==> src/design/issue_pkg.sv <==
package issue_pkg;

  //////////////////////////////
  // widths
  //////////////////////////////

  localparam int INST_WIDTH           = 32; // instruction word.
  localparam int ADDR_WIDTH           = 32; // program counter.
  localparam int INSTRUCTION_ID_WIDTH = 8;  // wraps modulo 256.
  localparam int REG_IDX_WIDTH        = 5;  // 32 registers.
  localparam int OPCODE_WIDTH         = 6;

  typedef logic [INST_WIDTH-1:0]           inst_t;
  typedef logic [ADDR_WIDTH-1:0]           addr_t;
  typedef logic [INSTRUCTION_ID_WIDTH-1:0] inst_id_t;
  typedef logic [REG_IDX_WIDTH-1:0]        reg_idx_t;
  typedef logic [OPCODE_WIDTH-1:0]         opcode_t;
  typedef logic [2:0]                      reg_mask_t;  // rs, rt, rd usage.
  typedef logic [2:0]                      pipe_mask_t; // pc, if/id, id/ex.
  typedef logic [1:0]                      mem_op_t;

  //////////////////////////////
  // instruction fields
  //////////////////////////////

  localparam int OPCODE_MSB = 31;
  localparam int OPCODE_LSB = 26;
  localparam int REG_RS_MSB = 25;
  localparam int REG_RS_LSB = 21;
  localparam int REG_RT_MSB = 20;
  localparam int REG_RT_LSB = 16;
  localparam int REG_RD_MSB = 15;
  localparam int REG_RD_LSB = 11;

  //////////////////////////////
  // opcodes
  //////////////////////////////

  localparam logic [1:0] OP_CLASS_REG    = 2'b00; // add, sub...
  localparam logic [1:0] OP_CLASS_IMM    = 2'b01; // addi, subi...
  localparam logic [1:0] OP_CLASS_MEM    = 2'b10; // lw, sw, la, sa.
  localparam logic [1:0] OP_CLASS_BRANCH = 2'b11; // jmp, jo, je...

  localparam opcode_t OP_CODE_NOP = 6'b000000;
  localparam opcode_t OP_CODE_JR  = 6'b001000; // jump register, reg class.
  localparam opcode_t OP_CODE_LW  = 6'b100011;
  localparam opcode_t OP_CODE_SW  = 6'b101011;
  localparam opcode_t OP_CODE_LA  = 6'b100000; // load absolute, no base reg.
  localparam opcode_t OP_CODE_SA  = 6'b101000; // store absolute.

  //////////////////////////////
  // masks
  //////////////////////////////

  localparam reg_mask_t REG_MASK_RS = 3'b001;
  localparam reg_mask_t REG_MASK_RT = 3'b010;
  localparam reg_mask_t REG_MASK_RD = 3'b100;

  localparam pipe_mask_t PIPE_REG_PC    = 3'b001;
  localparam pipe_mask_t PIPE_REG_IF_ID = 3'b010;
  localparam pipe_mask_t PIPE_REG_ID_EX = 3'b100;

  localparam mem_op_t MEM_OP_NONE  = 2'd0;
  localparam mem_op_t MEM_OP_READ  = 2'd1;
  localparam mem_op_t MEM_OP_WRITE = 2'd2;

  localparam inst_t NOP_INSTRUCTION = '0; // bubble.

endpackage

==> src/design/operand_decoder.sv <==
`timescale 1ns/1ns

module operand_decoder import issue_pkg::*; (
  input  inst_t     instruction,
  output reg_idx_t  rs,
  output reg_idx_t  rt,
  output reg_idx_t  rd,
  output reg_mask_t src_mask,
  output reg_mask_t dst_mask,
  output mem_op_t   mem_op
);

  opcode_t opcode;

  assign opcode = instruction[OPCODE_MSB:OPCODE_LSB];
  assign rs     = instruction[REG_RS_MSB:REG_RS_LSB];
  assign rt     = instruction[REG_RT_MSB:REG_RT_LSB];
  assign rd     = instruction[REG_RD_MSB:REG_RD_LSB];

  // register usage by opcode class.
  always_comb begin
    src_mask = '0; // default covers nop and branches.
    dst_mask = '0;
    mem_op   = MEM_OP_NONE;
    if (opcode == OP_CODE_NOP) begin
      src_mask = '0; // bubble touches nothing.
    end else if (opcode == OP_CODE_JR) begin
      src_mask = REG_MASK_RS; // target from rs.
    end else begin
      case (opcode[OPCODE_WIDTH-1 -: 2])
        OP_CLASS_REG: begin
          src_mask = REG_MASK_RS | REG_MASK_RT;
          dst_mask = REG_MASK_RD;
        end
        OP_CLASS_IMM: begin
          src_mask = REG_MASK_RS;
          dst_mask = REG_MASK_RT; // immediate form writes rt.
        end
        OP_CLASS_MEM: begin
          case (opcode)
            OP_CODE_LW: begin
              src_mask = REG_MASK_RS; // base.
              dst_mask = REG_MASK_RT;
              mem_op   = MEM_OP_READ;
            end
            OP_CODE_SW: begin
              src_mask = REG_MASK_RS | REG_MASK_RT; // base and data.
              mem_op   = MEM_OP_WRITE;
            end
            OP_CODE_LA: begin
              dst_mask = REG_MASK_RT; // absolute address, no base.
              mem_op   = MEM_OP_READ;
            end
            OP_CODE_SA: begin
              src_mask = REG_MASK_RT; // data only.
              mem_op   = MEM_OP_WRITE;
            end
            default: mem_op = MEM_OP_NONE; // unused memory opcode.
          endcase
        end
        OP_CLASS_BRANCH: src_mask = '0; // flags only.
        default: src_mask = '0;
      endcase
    end
  end

endmodule

==> src/design/hazard_detection_unit.sv <==
`timescale 1ns/1ns

module hazard_detection_unit import issue_pkg::*; (
  input  inst_t      load_instruction,
  input  inst_t      instruction0_in,
  input  inst_t      instruction1_in,
  input  addr_t      pc0_in,
  input  addr_t      pc1_in,
  input  inst_id_t   id0_in,
  input  inst_id_t   id1_in,
  output pipe_mask_t stall0,
  output pipe_mask_t flush0,
  output pipe_mask_t stall1,
  output pipe_mask_t flush1,
  output addr_t      split_pc0,
  output addr_t      split_pc1,
  output inst_id_t   split_id0,
  output inst_id_t   split_id1,
  output inst_t      split_instruction0,
  output inst_t      split_instruction1
);

  reg_idx_t  rs0, rt0, rd0;
  reg_idx_t  rs1, rt1, rd1;
  reg_mask_t src_mask0, dst_mask0;
  reg_mask_t src_mask1, dst_mask1;
  reg_idx_t  load_rt;
  mem_op_t   load_mem_op;

  logic load_stall;
  logic split_stall;
  logic first; // high when slot 1 holds the older instruction.
  logic issue0, issue1;

  // true when the reader's sources hit the writer's destination.
  function automatic logic depends(input reg_mask_t src, input reg_idx_t rs,
                                   input reg_idx_t rt, input reg_mask_t dst,
                                   input reg_idx_t w_rt, input reg_idx_t w_rd);
    reg_idx_t w_idx;
    w_idx = |(dst & REG_MASK_RD) ? w_rd : w_rt;
    return (|dst) && ((|(src & REG_MASK_RS) && rs == w_idx) ||
                      (|(src & REG_MASK_RT) && rt == w_idx));
  endfunction

  operand_decoder u_dec0 (
    .instruction(instruction0_in), .rs(rs0), .rt(rt0), .rd(rd0),
    .src_mask(src_mask0), .dst_mask(dst_mask0), .mem_op()
  );

  operand_decoder u_dec1 (
    .instruction(instruction1_in), .rs(rs1), .rt(rt1), .rd(rd1),
    .src_mask(src_mask1), .dst_mask(dst_mask1), .mem_op()
  );

  operand_decoder u_dec_load (
    .instruction(load_instruction), .rs(), .rt(load_rt), .rd(),
    .src_mask(), .dst_mask(), .mem_op(load_mem_op)
  );

  //////////////////////////////
  // hazard checks
  //////////////////////////////

  assign load_stall = (load_mem_op == MEM_OP_READ) &&
                      (rs0 == load_rt || rt0 == load_rt ||
                       rs1 == load_rt || rt1 == load_rt); // raw fields, conservative.

  assign first = (id0_in == inst_id_t'(id1_in + 1'b1)); // ids in program order.

  assign split_stall = !load_stall &&
    (first ? depends(src_mask0, rs0, rt0, dst_mask1, rt1, rd1)   // slot 0 younger.
           : depends(src_mask1, rs1, rt1, dst_mask0, rt0, rd0)); // slot 1 younger.

  // stall and flush masks per slot.
  always_comb begin
    stall0 = '0;
    flush0 = '0;
    stall1 = '0;
    flush1 = '0;
    if (load_stall) begin
      stall0 = PIPE_REG_PC | PIPE_REG_IF_ID; // hold bundle one cycle.
      flush0 = PIPE_REG_ID_EX;              // bubble behind the load.
      stall1 = PIPE_REG_PC | PIPE_REG_IF_ID;
      flush1 = PIPE_REG_ID_EX;
    end else if (split_stall && first) begin
      stall1 = PIPE_REG_PC;                 // older issues now.
      flush1 = PIPE_REG_IF_ID;              // and leaves if/id.
      stall0 = PIPE_REG_PC | PIPE_REG_IF_ID; // younger waits.
      flush0 = PIPE_REG_ID_EX;
    end else if (split_stall) begin
      stall0 = PIPE_REG_PC;
      flush0 = PIPE_REG_IF_ID;
      stall1 = PIPE_REG_PC | PIPE_REG_IF_ID;
      flush1 = PIPE_REG_ID_EX;
    end
  end

  //////////////////////////////
  // issued bundle
  //////////////////////////////

  assign issue0 = !load_stall && !(split_stall && first); // slot 0 zeroed if younger.
  assign issue1 = !load_stall && !(split_stall && !first);

  assign split_pc0          = issue0 ? pc0_in : '0;
  assign split_id0          = issue0 ? id0_in : '0;
  assign split_instruction0 = issue0 ? instruction0_in : NOP_INSTRUCTION;
  assign split_pc1          = issue1 ? pc1_in : '0;
  assign split_id1          = issue1 ? id1_in : '0;
  assign split_instruction1 = issue1 ? instruction1_in : NOP_INSTRUCTION;

endmodule

==> src/design/pipe_slot_reg.sv <==
`timescale 1ns/1ns

module pipe_slot_reg import issue_pkg::*; (
  input  logic     clk,
  input  logic     rst_n,
  input  logic     stall,
  input  logic     flush,
  input  addr_t    pc_in,
  input  inst_id_t id_in,
  input  inst_t    instruction_in,
  output addr_t    pc,
  output inst_id_t id,
  output inst_t    instruction
);

  // one slot of the pipeline.
  always_ff @(posedge clk or negedge rst_n) begin
    if (!rst_n) begin
      pc          <= '0;
      id          <= '0;
      instruction <= NOP_INSTRUCTION; // empty slot after reset.
    end else if (flush) begin
      pc          <= '0; // flush wins over stall.
      id          <= '0;
      instruction <= NOP_INSTRUCTION;
    end else if (!stall) begin
      pc          <= pc_in;
      id          <= id_in;
      instruction <= instruction_in;
    end
  end

endmodule

==> src/design/issue_stage.sv <==
`timescale 1ns/1ns

module issue_stage import issue_pkg::*; (
  input  logic     clk,
  input  logic     rst_n,
  input  inst_t    instruction0_in,
  input  inst_t    instruction1_in,
  input  addr_t    pc0_in,
  input  addr_t    pc1_in,
  input  inst_id_t id0_in,
  input  inst_id_t id1_in,
  output logic     pc_stall,
  output inst_t    instruction0_out,
  output inst_t    instruction1_out,
  output addr_t    pc0_out,
  output addr_t    pc1_out,
  output inst_id_t id0_out,
  output inst_id_t id1_out
);

  // if/id slot contents.
  addr_t    if_id_pc0, if_id_pc1;
  inst_id_t if_id_id0, if_id_id1;
  inst_t    if_id_instruction0, if_id_instruction1;

  // hazard unit results.
  pipe_mask_t stall0, flush0, stall1, flush1;
  addr_t      split_pc0, split_pc1;
  inst_id_t   split_id0, split_id1;
  inst_t      split_instruction0, split_instruction1;

  assign pc_stall = |(stall0 & PIPE_REG_PC); // fetch holds its bundle.

  //////////////////////////////
  // if/id
  //////////////////////////////

  pipe_slot_reg if_id0 (
    .clk(clk), .rst_n(rst_n),
    .stall(|(stall0 & PIPE_REG_IF_ID)), .flush(|(flush0 & PIPE_REG_IF_ID)),
    .pc_in(pc0_in), .id_in(id0_in), .instruction_in(instruction0_in),
    .pc(if_id_pc0), .id(if_id_id0), .instruction(if_id_instruction0)
  );

  pipe_slot_reg if_id1 (
    .clk(clk), .rst_n(rst_n),
    .stall(|(stall1 & PIPE_REG_IF_ID)), .flush(|(flush1 & PIPE_REG_IF_ID)),
    .pc_in(pc1_in), .id_in(id1_in), .instruction_in(instruction1_in),
    .pc(if_id_pc1), .id(if_id_id1), .instruction(if_id_instruction1)
  );

  //////////////////////////////
  // hazards
  //////////////////////////////

  hazard_detection_unit u_hazard (
    .load_instruction(instruction1_out), // memory ops live in slot 1 only.
    .instruction0_in(if_id_instruction0), .instruction1_in(if_id_instruction1),
    .pc0_in(if_id_pc0), .pc1_in(if_id_pc1),
    .id0_in(if_id_id0), .id1_in(if_id_id1),
    .stall0(stall0), .flush0(flush0), .stall1(stall1), .flush1(flush1),
    .split_pc0(split_pc0), .split_pc1(split_pc1),
    .split_id0(split_id0), .split_id1(split_id1),
    .split_instruction0(split_instruction0), .split_instruction1(split_instruction1)
  );

  //////////////////////////////
  // id/ex
  //////////////////////////////

  pipe_slot_reg id_ex0 (
    .clk(clk), .rst_n(rst_n),
    .stall(|(stall0 & PIPE_REG_ID_EX)), .flush(|(flush0 & PIPE_REG_ID_EX)),
    .pc_in(split_pc0), .id_in(split_id0), .instruction_in(split_instruction0),
    .pc(pc0_out), .id(id0_out), .instruction(instruction0_out)
  );

  pipe_slot_reg id_ex1 (
    .clk(clk), .rst_n(rst_n),
    .stall(|(stall1 & PIPE_REG_ID_EX)), .flush(|(flush1 & PIPE_REG_ID_EX)),
    .pc_in(split_pc1), .id_in(split_id1), .instruction_in(split_instruction1),
    .pc(pc1_out), .id(id1_out), .instruction(instruction1_out)
  );

endmodule

==> config.mk <==
export PLATFORM = sky130hd
export DESIGN_NAME = issue_stage
export DESIGN_NICKNAME = d
export VERILOG_FILES = /design/src/design/issue_pkg.sv /design/src/design/operand_decoder.sv /design/src/design/hazard_detection_unit.sv /design/src/design/pipe_slot_reg.sv /design/src/design/issue_stage.sv
export SDC_FILE = /design/constraint.sdc
export NUM_CORES = 1
export LEC_CHECK = 0
export BUFFER_PORTS_ARGS = -buffer_cell sky130_fd_sc_hd__buf_2
export CORE_MARGIN = 8
export CORE_UTILIZATION = 55
export CTS_BUF_LIST = sky130_fd_sc_hd__clkbuf_8
export DETAILED_ROUTE_END_ITERATION = 12
export HOLD_SLACK_MARGIN = 0.05
export PLACE_DENSITY = 0.79
export SYNTH_ARGS = -nofsm -noshare
export SYNTH_HDL_FRONTEND = slang
export SYNTH_SLANG_ARGS = --single-unit
==> constraint.sdc <==
create_clock -name clk -period 3.4 [get_ports clk]
set_clock_uncertainty 0.2 [all_clocks]
set_input_delay 0.17 -clock clk [delete_from_list [all_inputs] [get_ports clk]]
set_output_delay 0.17 -clock clk [all_outputs]
set_load 0.01 [all_outputs]
Word level (Yosys, flattened, before mapping)

Index checks and enable logic that the tools add are counted.

$add $sub $neg: 1
Reduce and logical (&&, ||, !) cells: 32
Mux-type cells: 65
Equal/unequal tests: 36

Operators by type and width:

| kind                | number |
|---|---|
| $mux 32             | 20 |
| $mux 8              | 10 |
| $eq 6x6->1 const B  | 12 |
| $eq 5x5->1          | 8 |
| $mux 2              | 15 |
| $mux 3              | 9 |
| $eq 6x4->1 const B  | 3 |
| $logic_not 6->1     | 3 |
| $pmux 3 s3          | 2 |
| $pmux 2 s4          | 2 |
| $logic_and 1x1->1   | 12 |
| $pmux 2 s3          | 2 |
| $eq 2x2->1 const B  | 5 |
| $mux 5              | 2 |
| $add 8x1->8 const B | 1 |
| $eq 8x8->1          | 1 |
| $ne 2x1->1 const B  | 4 |
| $reduce_or 2->1     | 4 |
| $eq 2x1->1 const B  | 3 |
| $reduce_or 3->1     | 2 |
| $logic_or 1x1->1    | 5 |
| $logic_not 1->1     | 4 |
| $logic_not 2->1     | 2 |
| $pmux 2 s2          | 1 |
| $mux 1              | 2 |

Input bits: 146
Output and inout bits: 145
Flip-flop bits (word level): 288
Word-level logic and storage cells: 146

Longest topological paths before layout

Depth after elaboration: 19
Mapped depth: 11
Mapped depth without buffers: 9

Cells and area by module

Synthesis repeated with hierarchy kept, for this count alone.

Cell total of the unflattened synthesis: 1336
Area total of the unflattened synthesis: 14995.6 um^2

By module, submodules not included:

| module                | sequential area each (um^2) | area each (um^2) | cells an instance | times used |
|---|---|---|---|---|
| pipe_slot_reg         | 1801.7                      | 2940.3           | 232               | 4 |
| hazard_detection_unit | 0.0                         | 2464.9           | 294               | 1 |
| operand_decoder       | 0.0                         | 256.5            | 38                | 3 |

Least setup slack after synthesis

OpenSTA, ideal clock, no wires.

Path kind: register to register
Start: register if_id0.instruction[28]
End: register id_ex1.id[0]
Cell stages (with the launch flop): 10
Slack: 585 ps
Required time: 3080 ps
Path buffers: 2
Arrival: 2496 ps
Period minus slack after synthesis: 2815 ps
Library setup time: 120 ps
Cells stage by stage: dfrtp_1 -> or3_4 -> nand3_1 -> a21oi_1 -> or4_4 -> nor4_4 -> o21ai_2 -> buf_4 -> buf_6 -> and3_1

Longest elaborated chain between the ends: 16
Elaborated cells on any way between the ends: 40
Those cells by class: 8 x eq/ne; 16 x mux; 16 x reduce/logical

Ends and longest elaborated chain:

| what                                                     | line                                         | source |
|---|---|---|
| start, declared                                          | pipe_slot_reg.sv:13                          | `output inst_t instruction` |
| start signal, assigned                                   | pipe_slot_reg.sv:29                          | `instruction <= instruction_in;` |
| $eq 6x6->1 or $eq 6x4->1 (tied branches)                 | operand_decoder.sv:40, operand_decoder.sv:27 |  |
| $reduce_or 2->1 (no source line) (tied with other cells) | --                                           |  |
| $mux 2 (tied with other cells)                           | operand_decoder.sv:40                        | `case (opcode)` |
| $pmux 3 s3 (tied with other cells)                       | operand_decoder.sv:30                        | `case (opcode[OPCODE_WIDTH-1 -: 2])` |
| $mux 3 (tied with other cells)                           | operand_decoder.sv:27                        | `end else if (opcode == OP_CODE_JR) begin` |
| $mux 3 (tied with other cells)                           | operand_decoder.sv:25                        | `if (opcode == OP_CODE_NOP) begin` |
| $reduce_or 3->1 or $logic_or 1x1->1 (tied branches)      | hazard_detection_unit.sv:41                  | `return (\|dst) && ((\|(src & REG_MASK_RS) && rs == w_idx) \|\|` |
| $logic_and 1x1->1                                        | hazard_detection_unit.sv:41                  |  |
| $mux 1 (*)                                               | hazard_detection_unit.sv:71                  | `(first ? depends(src_mask0, rs0, rt0, dst_mask1, rt1, rd1)` |
| $logic_and 1x1->1 (*)                                    | hazard_detection_unit.sv:70                  | `assign split_stall = !load_stall &&` |
| $logic_and 1x1->1                                        | hazard_detection_unit.sv:103                 | `assign issue1 = !load_stall && !(split_stall && !first);` |
| $logic_not 1->1                                          | hazard_detection_unit.sv:103                 |  |
| $logic_and 1x1->1                                        | hazard_detection_unit.sv:103                 |  |
| $mux 8                                                   | hazard_detection_unit.sv:109                 | `assign split_id1 = issue1 ? id1_in : '0;` |
| $mux 8                                                   | pipe_slot_reg.sv:26                          | `end else if (!stall) begin` |
| $mux 8                                                   | pipe_slot_reg.sv:22                          | `end else if (flush) begin` |
| end signal, assigned                                     | pipe_slot_reg.sv:28                          | `id <= id_in;` |
| end, declared                                            | pipe_slot_reg.sv:12                          | `output inst_id_t id,` |

Every way passes the cells marked *; elsewhere a longest branch is shown, timed or not. The select of a mux whose other input is x is not followed.
A chain may end at the register's enable or synchronous reset.

Worst setup path in the final report

Start: register if_id0.instruction[28]
End: output port pc_stall

Longest elaborated chain between the ends: 13
Elaborated cells on any way between the ends: 33
Those cells by class: 7 x eq/ne; 13 x mux; 13 x reduce/logical

Ends and longest elaborated chain:

| what                                                     | line                                                     | source |
|---|---|---|
| $eq 6x6->1 or $eq 6x4->1 (tied branches)                 | operand_decoder.sv:40, operand_decoder.sv:27             |  |
| $reduce_or 2->1 (no source line) (tied with other cells) | --                                                       |  |
| $mux 2 (tied with other cells)                           | operand_decoder.sv:40                                    |  |
| $pmux 3 s3 (tied with other cells)                       | operand_decoder.sv:30                                    |  |
| $mux 3 (tied with other cells)                           | operand_decoder.sv:27                                    |  |
| $mux 3 (tied with other cells)                           | operand_decoder.sv:25                                    |  |
| $reduce_or 3->1 or $logic_or 1x1->1 (tied branches)      | hazard_detection_unit.sv:41                              |  |
| $logic_and 1x1->1                                        | hazard_detection_unit.sv:41                              |  |
| $mux 1 (*)                                               | hazard_detection_unit.sv:71                              |  |
| $logic_and 1x1->1 (*)                                    | hazard_detection_unit.sv:70                              |  |
| $mux 1 or $logic_and 1x1->1 (tied branches)              | hazard_detection_unit.sv:90, hazard_detection_unit.sv:85 |  |
| $mux 2 (*)                                               | hazard_detection_unit.sv:85                              | `end else if (split_stall && first) begin` |
| $mux 2 (*)                                               | hazard_detection_unit.sv:80                              | `if (load_stall) begin` |
| end, declared                                            | issue_stage.sv:12                                        | `output logic pc_stall,` |

Every way passes the cells marked *; elsewhere a longest branch is shown, timed or not.

==> metrics.txt <==
final core utilization=75.9%; crit path kind=flop to primary output; Avg WL per Cell=20.1 um; Total Power=7.76 mW; most common cell after layout, fill and taps aside=buf_2; RR Startpoint=if_id0.instruction[28]; Final Hold Fails=0; Final Non-Filler Cells=1,722; CORE AREA=20,800 um^2; Starting Density=55.4%; worst min path class=primary input to asynchronous set/reset pin; Most Crowded Layer GR=met2; Total Neg Setup Slack=0 ns; crit-path max cell delay=0.56 ns; Via density=5.56; worst-margin pin slew=0.724 ns; setup violators final=0; initial antenna violation count=1; Worst R2R Setup Slack=0.15 ns; DP Wirelength=20,300 um; Routability Congestion=0.879; syn avg cell area=11.8 um^2; Max clock buf depth=3; drt total wl=34,500 um; Final #Nets=1,567; Clock Latency Late Sink=0.55 ns; Buffers on Ports=290; # DRC=0; PD cells=491 nW/um^2; H-tree depth=2; die area=25,900 um^2; Critical Path RT=3.03 ns; fmax=0.298 GHz; met3 track demand over resource=5.61%; count of cell types in the netlist=53; num ports=291; Yosys Warn Count=0; Die H=161 um; mapped cell area=11,500 um^2; Worst setup SP type=flop; area delta synth->final=36.9%; met2 usage=43.1%; Max Cap Viol=0; worst-path cell chain=or3_4 -> nand3_2 -> a21oi_1 -> or4_4 -> nor4_4 -> o21a_1 -> nor3_4 -> buf_12 -> inv_1 -> buf_2; Die Width=161 um; GR Util met1=31.7%; clock sinks=288; drt pass-1 iters=5; Synth Instances=979; RR Endpoint=if_id1.id[2]; global route overflow=0; vias in the first global route=10,100; CTS Buf Count=45; syn_nets=1,126; Critical-path top delay cell=or4_4; crit end category=primary output; filler cell count=1,326; clk slew on worst S/H paths=0.07 ns; Synth Flop Type=dfrtp_1; DR vias=9,581; worst hold margin=0.0735 ns; fin crit period=3.35 ns; CTS tree=built; Yosys reg bits=288; number of enable flip-flop cells after synthesis=0; setup repair after global routing missed its margin=yes; critical path peak fanout=5; gr usage total=26.0%; layout cells sized above 1=29.1%; Rows=53; ys async rst share=100%; worst reg-to-reg path cell count=11; Post-DRT Antenna Nets=0; period utilisation layout=98.6%; pin count of the biggest net entering global routing=106; Initial DRC Count=826; LEAKAGE=7.48 nW; Arr. time, crit path=2.98 ns; register area share after synthesis=62.5%; VDD IR max=0.000308 V; leading cell types in the layout, fill and taps excluded=289 x buf_2, 286 x dfrtp_1, 145 x dlygate4sd3_1; global-route wire length before repair=54,200 um; Final Max Slew Viols=0; status=completed; Clock Tree Root=clkbuf_8; # placed instances=1,488; max_slew headroom=51.7%
==> repair_timing <==
item / 4_1_cts / 5_1_grt
setup buffers: 6 / 5
resized for setup: 10 / 17
pin swaps: 3 / 5
endpoints found under the hold margin: 432 / 0
cloned: 1 / 2
hold buffers: 146 / 0
endpoints found under the setup margin: 1 / 135
==> report_power, final <==
group          total (mW)  switching (mW)  internal [mW]
combinational        1.08           0.532          0.552
clock                2.79            1.32           1.48
sequential           3.88           0.182           3.70
total                7.76            2.03           5.73
==> sequential cells by signal, indices dropped and copies added (netlist names) <==
| name | flops |
|---|---|
| if_id0.instruction | 32 |
| id_ex1.instruction | 32 |
| if_id1.pc | 32 |
| id_ex1.pc | 32 |
| id_ex0.id | 8 |
| if_id0.id | 8 |
| if_id1.id | 8 |
| if_id0.pc | 32 |
| if_id1.instruction | 32 |
| id_ex0.instruction | 32 |
| id_ex0.pc | 32 |
| id_ex1.id | 8 |
==> cell families (layout without fill, tap and decap cells) <==
group,count (synthesis),after routing,share of synthesized area (%)
AO/OA/AOI/OAI,263,263,15.9
AND/OR/NAND/NOR,302,303,14.4
flip-flops,288,288,62.5
multiplexers,2,2,0.174
XOR/XNOR,39,39,2.96
adder cells (fa/ha/maj),1,1,0.108
other,0,1,0
buffers and inverters,84,550,3.96
==> critical path, delay by kind of cell, from the launching register on <==
family / cells / cell delay (ns)
AO/OA/AOI/OAI: 2 / 0.26
buffers and inverters: 3 / 0.30
flip-flops: 1 / 0.44
AND/OR/NAND/NOR: 5 / 1.45
==> layer usage <==
| metal | share of wire [%] | wire [um] |
|---|---|---|
| met1 | 38 | 13300 |
| met4 | 4.9 | 1690 |
| met3 | 6.7 | 2330 |
| met5 | 0 | 0 |
| met2 | 50 | 17200 |
==> cell type report <==
type	count	area, um^2	area share [%]
Sequential cell	288	7210	45.6
Clock inverter	17	83.8	0.531
Tap cell	275	344	2.18
Inverter	3	11.3	0.0713
Antenna cell	1	2.50	0.0158
Multi-Input combinational cell	608	3980	25.2
Timing Repair Buffer	474	3400	21.5
Clock buffer	56	771	4.88
==> cell usage after synthesis (4+ instances only) <==
cell | instances | share of area (%)
a21o_1 | 7 | 0.46
a21oi_1 | 12 | 0.52
o31ai_1 | 72 | 4.7
nor3_1 | 9 | 0.39
nand3_1 | 23 | 1.0
xnor2_1 | 20 | 1.5
nor4_1 | 5 | 0.27
buf_4 | 8 | 0.52
clkbuf_1 | 49 | 1.6
a22o_1 | 72 | 5.5
and2_1 | 73 | 4.0
o2111ai_1 | 4 | 0.30
nand2_1 | 86 | 2.8
nor2_1 | 9 | 0.29
buf_6 | 13 | 1.3
dfrtp_1 | 288 | 62
o21ai_0 | 83 | 3.6
buf_2 | 11 | 0.48
xor2_1 | 19 | 1.4
and3_1 | 74 | 4.0
==> worst max-delay path by stage <==
stage	from	endpoint	slack, ns	cells after the start
floorplan	if_id0.instruction[28]	id_ex1.id[0]	0.58	9
global placement	if_id1.id[0]	if_id0.instruction[31]	0.17	11
detailed placement	if_id1.id[0]	if_id0.pc[3]	0.12	11
CTS	if_id0.instruction[30]	pc_stall	0.01	10
global route	if_id1.id[1]	pc_stall	-0.07	12
finish	if_id0.instruction[28]	pc_stall	0.05	10
==> per-stage QoR <==
step                      instance area (um^2)  worst slack [ns]
final                                    15800            0.0485
after global routing                     15800           -0.0682
after floorplan                          11500             0.585
after detailed placement                 13300             0.122
after global placement                   13300             0.171
after CTS                                15700            0.0107
No activity file was read; power rests on OpenSTA's default activity.
